File: src/spi_pkg.sv
package spi_pkg;

  localparam int cmd_width    = 12; // full command word.
  localparam int data_width   = 8;  // read and write payload.
  localparam int addr_width   = 3;
  localparam int sclk_half    = 4;  // clocks per sclk half period.
  localparam int rd_addr_bits = 4;  // flag plus address.
  localparam int nbits_width  = 4;  // frame length field.

  // sclk divider counter.
  localparam int div_width = $clog2(sclk_half);
  localparam logic [div_width-1:0] div_last = div_width'(sclk_half - 1);

  // write command sent whole and lsb first.
  typedef struct packed {
    logic                  is_write;
    logic [addr_width-1:0] addr;
    logic [data_width-1:0] wdata;
  } spi_cmd_wr_s;

  // read command with the turnaround gap in clocks in the low byte.
  typedef struct packed {
    logic                  is_write;
    logic [addr_width-1:0] addr;
    logic [data_width-1:0] gap;
  } spi_cmd_rd_s;

  typedef union packed {
    spi_cmd_wr_s wr;
    spi_cmd_rd_s rd;
  } spi_cmd_u;

  // pins toward the slave.
  typedef struct packed {
    logic sclk;
    logic cs_n;
    logic mosi;
  } spi_bus_s;

  // one frame request from the sequencer to the bit engine.
  typedef struct packed {
    logic                   start;   // one-cycle pulse.
    logic [nbits_width-1:0] nbits;
    logic [cmd_width-1:0]   tx_word;
  } frame_req_s;

endpackage

File: src/spi_bit_engine.sv
`timescale 1ns/10ps

module spi_bit_engine
  import spi_pkg::*;
(
  input  logic                  clk,
  input  logic                  rst_n,
  input  frame_req_s            req,
  input  logic                  miso,
  output logic                  sclk,
  output logic                  mosi,
  output logic                  frame_done,
  output logic [data_width-1:0] rx_word
);

  logic                   active;
  logic [div_width-1:0]   div_cnt;
  logic [nbits_width-1:0] bit_cnt;
  logic [nbits_width-1:0] nbits_q;
  logic [cmd_width-1:0]   tx_sh;
  logic                   half_tick;
  logic                   last_bit;

  assign half_tick = active && (div_cnt == div_last);
  assign last_bit  = (bit_cnt == nbits_q - 1'b1);

  // divider, sclk and bit count.
  always_ff @(posedge clk or negedge rst_n)
  begin
    if (!rst_n)
    begin
      active     <= 1'b0;
      div_cnt    <= '0;
      bit_cnt    <= '0;
      sclk       <= 1'b0;
      mosi       <= 1'b0;
      frame_done <= 1'b0;
    end
    else
    begin
      frame_done <= 1'b0;
      if (req.start)
      begin
        active  <= 1'b1;
        div_cnt <= '0;
        bit_cnt <= '0;
        sclk    <= 1'b0;
        mosi    <= req.tx_word[0]; // first bit ahead of the first rising edge.
      end
      else if (active)
      begin
        div_cnt <= half_tick ? '0 : div_cnt + 1'b1;
        if (half_tick)
        begin
          sclk <= ~sclk;
          if (sclk) // falling edge.
          begin
            if (last_bit)
            begin
              active     <= 1'b0;
              mosi       <= 1'b0;
              frame_done <= 1'b1;
            end
            else
            begin
              bit_cnt <= bit_cnt + 1'b1;
              mosi    <= tx_sh[0];
            end
          end
        end
      end
    end
  end

  // shift registers.
  always_ff @(posedge clk)
  begin
    if (req.start)
    begin
      nbits_q <= req.nbits;
      tx_sh   <= req.tx_word >> 1;
    end
    else if (half_tick)
    begin
      if (!sclk)
        rx_word <= {miso, rx_word[data_width-1:1]}; // sampled on the rising edge.
      else
        tx_sh <= tx_sh >> 1;
    end
  end

endmodule

File: src/spi_cmd_ctrl.sv
`timescale 1ns/10ps

module spi_cmd_ctrl
  import spi_pkg::*;
(
  input  logic                  clk,
  input  logic                  rst_n,
  input  spi_cmd_u              cmd_in,
  input  logic                  cmd_vld,
  output logic                  cmd_rdy,
  output frame_req_s            frame_req,
  input  logic                  frame_done,
  input  logic [data_width-1:0] rx_word,
  output logic                  cs_n,
  output logic                  read_vld,
  output logic [data_width-1:0] read_data
);

  typedef enum logic [2:0] {
    s_idle,
    s_wr_frame,
    s_rd_addr,
    s_gap,
    s_rd_data,
    s_release
  } state_e;

  state_e                state;
  spi_cmd_u              cmd_q;
  logic [data_width-1:0] gap_cnt;
  logic                  accept;

  assign cmd_rdy = (state == s_idle);
  assign accept  = cmd_vld && cmd_rdy;

  always_ff @(posedge clk or negedge rst_n)
  begin
    if (!rst_n)
    begin
      state     <= s_idle;
      cs_n      <= 1'b1;
      read_vld  <= 1'b0;
      frame_req <= '0;
      gap_cnt   <= '0;
    end
    else
    begin
      frame_req.start <= 1'b0;
      read_vld        <= 1'b0;
      case (state)
        s_idle:
        begin
          if (accept)
          begin
            cs_n            <= 1'b0;
            frame_req.start <= 1'b1;
            if (cmd_in.wr.is_write)
            begin
              state             <= s_wr_frame;
              frame_req.nbits   <= nbits_width'(cmd_width);
              frame_req.tx_word <= {cmd_in.wr.is_write, cmd_in.wr.addr, cmd_in.wr.wdata};
            end
            else
            begin
              // address phase carries flag and address only.
              state             <= s_rd_addr;
              frame_req.nbits   <= nbits_width'(rd_addr_bits);
              frame_req.tx_word <= {{(cmd_width - rd_addr_bits){1'b0}},
                                    cmd_in.rd.is_write, cmd_in.rd.addr};
            end
          end
        end
        s_wr_frame:
        begin
          if (frame_done)
          begin
            cs_n  <= 1'b1;
            state <= s_release;
          end
        end
        s_rd_addr:
        begin
          if (frame_done)
          begin
            cs_n    <= 1'b1;
            gap_cnt <= cmd_q.rd.gap;
            state   <= s_gap;
          end
        end
        s_gap:
        begin
          if (gap_cnt == '0) // cs_n has been high for gap+1 clocks.
          begin
            cs_n              <= 1'b0;
            frame_req.start   <= 1'b1;
            frame_req.nbits   <= nbits_width'(data_width);
            frame_req.tx_word <= '0;
            state             <= s_rd_data;
          end
          else
            gap_cnt <= gap_cnt - 1'b1;
        end
        s_rd_data:
        begin
          if (frame_done)
          begin
            cs_n     <= 1'b1;
            read_vld <= 1'b1;
            state    <= s_release;
          end
        end
        s_release:
          state <= s_idle;
        default:
        begin
          cs_n  <= 1'b1;
          state <= s_idle;
        end
      endcase
    end
  end

  always_ff @(posedge clk)
  begin
    if (accept)
      cmd_q <= cmd_in;
    if ((state == s_rd_data) && frame_done)
      read_data <= rx_word; // held until the next read.
  end

endmodule

File: src/spi_master_top.sv
`timescale 1ns/10ps

module spi_master_top
  import spi_pkg::*;
(
  input  logic                  clk,
  input  logic                  rst_n,
  input  spi_cmd_u              cmd_in,
  input  logic                  cmd_vld,
  output logic                  cmd_rdy,
  output spi_bus_s              bus,
  input  logic                  miso,
  output logic                  read_vld,
  output logic [data_width-1:0] read_data
);

  frame_req_s            frame_req;
  logic                  frame_done;
  logic [data_width-1:0] rx_word;
  logic                  cs_n;
  logic                  sclk;
  logic                  mosi;

  spi_cmd_ctrl u_ctrl (
    .clk        (clk),
    .rst_n      (rst_n),
    .cmd_in     (cmd_in),
    .cmd_vld    (cmd_vld),
    .cmd_rdy    (cmd_rdy),
    .frame_req  (frame_req),
    .frame_done (frame_done),
    .rx_word    (rx_word),
    .cs_n       (cs_n),
    .read_vld   (read_vld),
    .read_data  (read_data)
  );

  spi_bit_engine u_engine (
    .clk        (clk),
    .rst_n      (rst_n),
    .req        (frame_req),
    .miso       (miso),
    .sclk       (sclk),
    .mosi       (mosi),
    .frame_done (frame_done),
    .rx_word    (rx_word)
  );

  assign bus = '{sclk: sclk, cs_n: cs_n, mosi: mosi}; // cs_n from the sequencer.

endmodule

File: config.mk
export PLATFORM = sky130hd
export DESIGN_NAME = spi_master_top
export DESIGN_NICKNAME = d
export VERILOG_FILES = /design/src/spi_pkg.sv /design/src/spi_bit_engine.sv /design/src/spi_cmd_ctrl.sv /design/src/spi_master_top.sv
export SDC_FILE = /design/constraint.sdc
export NUM_CORES = 1
export LEC_CHECK = 0
export BUFFER_PORTS_ARGS = -buffer_cell sky130_fd_sc_hd__buf_2
export CAP_MARGIN = 30
export CORE_UTILIZATION = 40
export CTS_CLUSTER_DIAMETER = 150
export CTS_CLUSTER_SIZE = 14
export DETAILED_ROUTE_END_ITERATION = 12
export MAX_ROUTING_LAYER = met4
export PLACE_DENSITY_LB_ADDON = 0.1
export SLEW_MARGIN = 5
export SYNTH_ARGS = -nofsm -noshare
export SYNTH_HDL_FRONTEND = slang
export SYNTH_HIERARCHICAL = 1
export SYNTH_SLANG_ARGS = --single-unit
File: constraint.sdc
create_clock -name clk -period 2.2 [get_ports clk]
set_input_delay 0.11 -clock clk [delete_from_list [all_inputs] [get_ports clk]]
set_output_delay 0.11 -clock clk [all_outputs]
set_load 0.01 [all_outputs]
==> key figures <==
Status
  – Outcome: complete, no violations

Routing
  – Drt total wl: 6.558 mm
  – Vias per cell: 5.168
  – Drc violations: 0
  – Initial DRT Pass Iterations: 4
  – Vias: 2181
  – Drt wl/cell: 15.54 um
  – DRT iter0 DRCs: 118
  – Final ANT Viol Nets: 0

Floorplanning
  – Die W: 94.38 um
  – Core box area: 8217 sq um
  – Total Die Area: 8907 sq um
  – Die height: 94.38 um
  – Std-Cell Rows: 33
  – Initial Util: 41.54%
  – Ports: 29

Power and ir drop
  – PwrDens: 1247 nW/um^2
  – VDD IR max: 487.9 uV
  – Lkg Pwr: 1.640 nW

Finish
  – Commonest non-fill, non-tap cell in the layout: edfxtp_1
  – Area grow syn2layout: 17.08%
  – Layout cells sized above 1: 23.34%
  – Total Nets Final: 333
  – ANT cells: 0
  – Final core utilization: 48.64%
  – Fill cell count: 751
  – Most frequent cells in the layout: edfxtp_1, dfrtp_1, buf_2

Global route
  – Total congestion overflow: 0
  – Largest net degree at the start of global routing: 39
  – First-pass GRT wire length: 10.94 mm
  – Grt peak-use layer: met2
  – Met3 usage: 3.221%
  – Grt met2 use: 24.15%
  – GRT Util Overall: 16.90%
  – Initial antenna violation count: 0
  – Global Route met1 Usage: 23.78%
  – Vias in the first global route: 2185

Hold path
  – Hold_sp: cmd_in[10]
  – Tightest Hold Check Type: in2reg
  – WHS Path Cells: 2
  – Worst hold endpoint: u_ctrl/frame_req[10]$_DFFE_PN0P_

Worst setup path
  – RR Endpoint: u_ctrl/frame_req[10]$_DFFE_PN0P_
  – Worst path required time: 2.42 ns
  – CP startpoint: u_ctrl/gap_cnt[0]$_DFFE_PN0P_
  – Element type at the critical path end: flip-flop
  – Crit start category: flip-flop
  – Data arrival, critical path: 2.33 ns
  – Kind of critical path: reg2reg
  – Maximum fanout along the worst path: 13
  – Worst Reg-to-Reg Cells: 6
  – Worst r2r src: u_ctrl/gap_cnt[0]$_DFFE_PN0P_
  – R2r setup slk: 0.09 ns

Yosys
  – Warnings, synthesis: 6
  – Predominant post-synthesis flop cell: edfxtp_1
  – EDFF count, synth: 39
  – Mapped Area: 3413 sq um
  – Post-synth ARST share: 49.35%
  – Synthesized flop and latch total: 77
  – Synth Instances: 267
  – Avg Cell Area, Syn: 12.78 sq um
  – Sequential fraction of the synthesis area: 62.21%
  – Library cells used by synthesis: 56

Clock tree
  – Post-CTS resize count: 0
  – Worst-case clock buffer depth: 2
  – H-tree level count: 3
  – Clk pin slew, worst setup/hold paths: 0.08 ns
  – Clk_lat worst skew: 0.35 ns
  – CTS Buf Count: 9
  – Clock Sinks: 77
  – CTS root buf: clkbuf_8
  – CTS tree: done

STA
  – Fin. max-slew vios: 0
  – F_max: 0.4741 GHz
  – Unrepaired setup endpoints after global routing: false
  – Final setup viols: 0
  – Final WS setup: 0.09060 ns
  – Final count of hold timing violations: 0
  – Tcrit/Tclk final: 95.88%
  – Hold_ws: 0.04562 ns
  – Slew at the pin with the worst max-slew slack: 0.5764 ns
  – Minimum clock period: 2.109 ns
  – Sum Neg Setup Slack: 0 ns
  – Clock Skews: 0.01535 ns
  – Slew headroom: 61.22%

Run
  – Max-cap violation count: 0

Place
  – GPL Wtd Cong: 0.7901
  – Hpwl dp: 4.232 mm
  – Number of port buffers: 28
  – Setup WS pre-CTS: 0.07318 ns
synthesized netlist by cell type, drive strengths merged (3+ instances only):
cell type	number	area share [%]
o311ai	3	0.77
nor2	12	1.3
a21oi	12	1.8
inv	11	1.2
xor2	4	1.0
ha	5	1.8
a311oi	3	0.77
nor2b	5	0.92
edfxtp	39	34
nor3	8	1.2
clkbuf	12	1.4
and3	4	0.88
a31oi	3	0.55
mux2	10	3.3
a21o	4	0.88
o21ai	16	2.3
nand2	11	1.2
mux2i	6	1.8
dfrtp	37	27
o2bb2ai	4	1.0
nand3	8	1.2
buf	7	1.8
a22o	8	2.1
power breakdown:
group,switching [mW],leakage [nW],internal [mW]
Clock,0.529,0.0858,0.527
Sequential,0.329,0.825,2.04
Combinational,0.826,0.729,0.730
stage by stage:
step	cells	instance area, sq um	power, mW
after global routing	422	3996	5.344
after CTS	420	3969	5.015
final	422	3996	4.984
after global placement	392	3656	3.910
after floorplan	268	3417	3.512
after detailed placement	392	3656	3.930
worst max-delay path: stages (launching register included):
cell     delay, ns
dfrtp_1       0.41
inv_1         0.08
ha_1          0.13
or3b_2        0.48
or3_4         0.42
and2_4        0.22
a22o_1        0.24
state kept, by name, indices dropped and copies added, names as in the netlist:
register and flops:
u_engine/frame_done 1, u_ctrl/read_vld 1, u_engine/tx_sh 11, u_engine/nbits_q 4
u_engine/active 1, u_ctrl/state 3, u_engine/rx_word 8, u_ctrl/read_data 8
u_engine/sclk 1, u_ctrl/frame_req 15, u_engine/bit_cnt 4, u_ctrl/gap_cnt 8
u_ctrl/cs_n 1, u_ctrl/cmd_q 8, u_engine/div_cnt 2, u_engine/mosi 1
metal layers:
| metal | up-vias | share of wire (%) |
|---|---|---|
| li1 | 1081 | - |
| met1 | 1055 | 50 |
| met2 | 36 | 45 |
| met3 | 9 | 2.9 |
| met4 | 0 | 1.2 |
| met5 | - | 0 |
cell type report:
cell class	instances	area (sq um)	share of cell area [%]
flip-flops and latches	77	2123	53.13
clock inverters	5	61.31	1.534
repair buffers	52	362.8	9.080
inverters	11	41.29	1.033
well taps	105	131.4	3.287
clock buffers	11	131.4	3.287
multi-input cells	161	1145	28.65
logic make-up (layout without fill, tap and decap cells):
group	after synthesis	count (layout)	synth area share, %
compound gates	65	65	13.20
flops	77	77	62.21
xor+xnor	7	7	2.419
fa+ha+maj	5	5	1.833
mux	16	16	5.059
other cells	1	2	0.1099
simple gates	66	66	10.81
buf+inv	30	79	4.362
worst max-delay path by stage:
stage                                                   to  slack [ns]  cells after the start
after CTS                 u_ctrl/frame_req[10]$_DFFE_PN0P_        0.05                      6
final                     u_ctrl/frame_req[10]$_DFFE_PN0P_        0.09                      6
after detailed placement   u_ctrl/frame_req[8]$_DFFE_PN0P_        0.07                      6
after global placement     u_ctrl/frame_req[6]$_DFFE_PN0P_        0.11                      6
after floorplan           u_ctrl/frame_req[10]$_DFFE_PN0P_        0.08                      7
after global routing       u_ctrl/frame_req[7]$_DFFE_PN0P_        0.02                      6
repair_timing:
item / in CTS / in global routing
buffers inserted: 0 / 1
endpoints found under the hold margin: 51 / 0
hold buffers: 12 / 0
setup endpoints to repair: 0 / 8
Note: power is estimated with default switching activity, not from simulation.
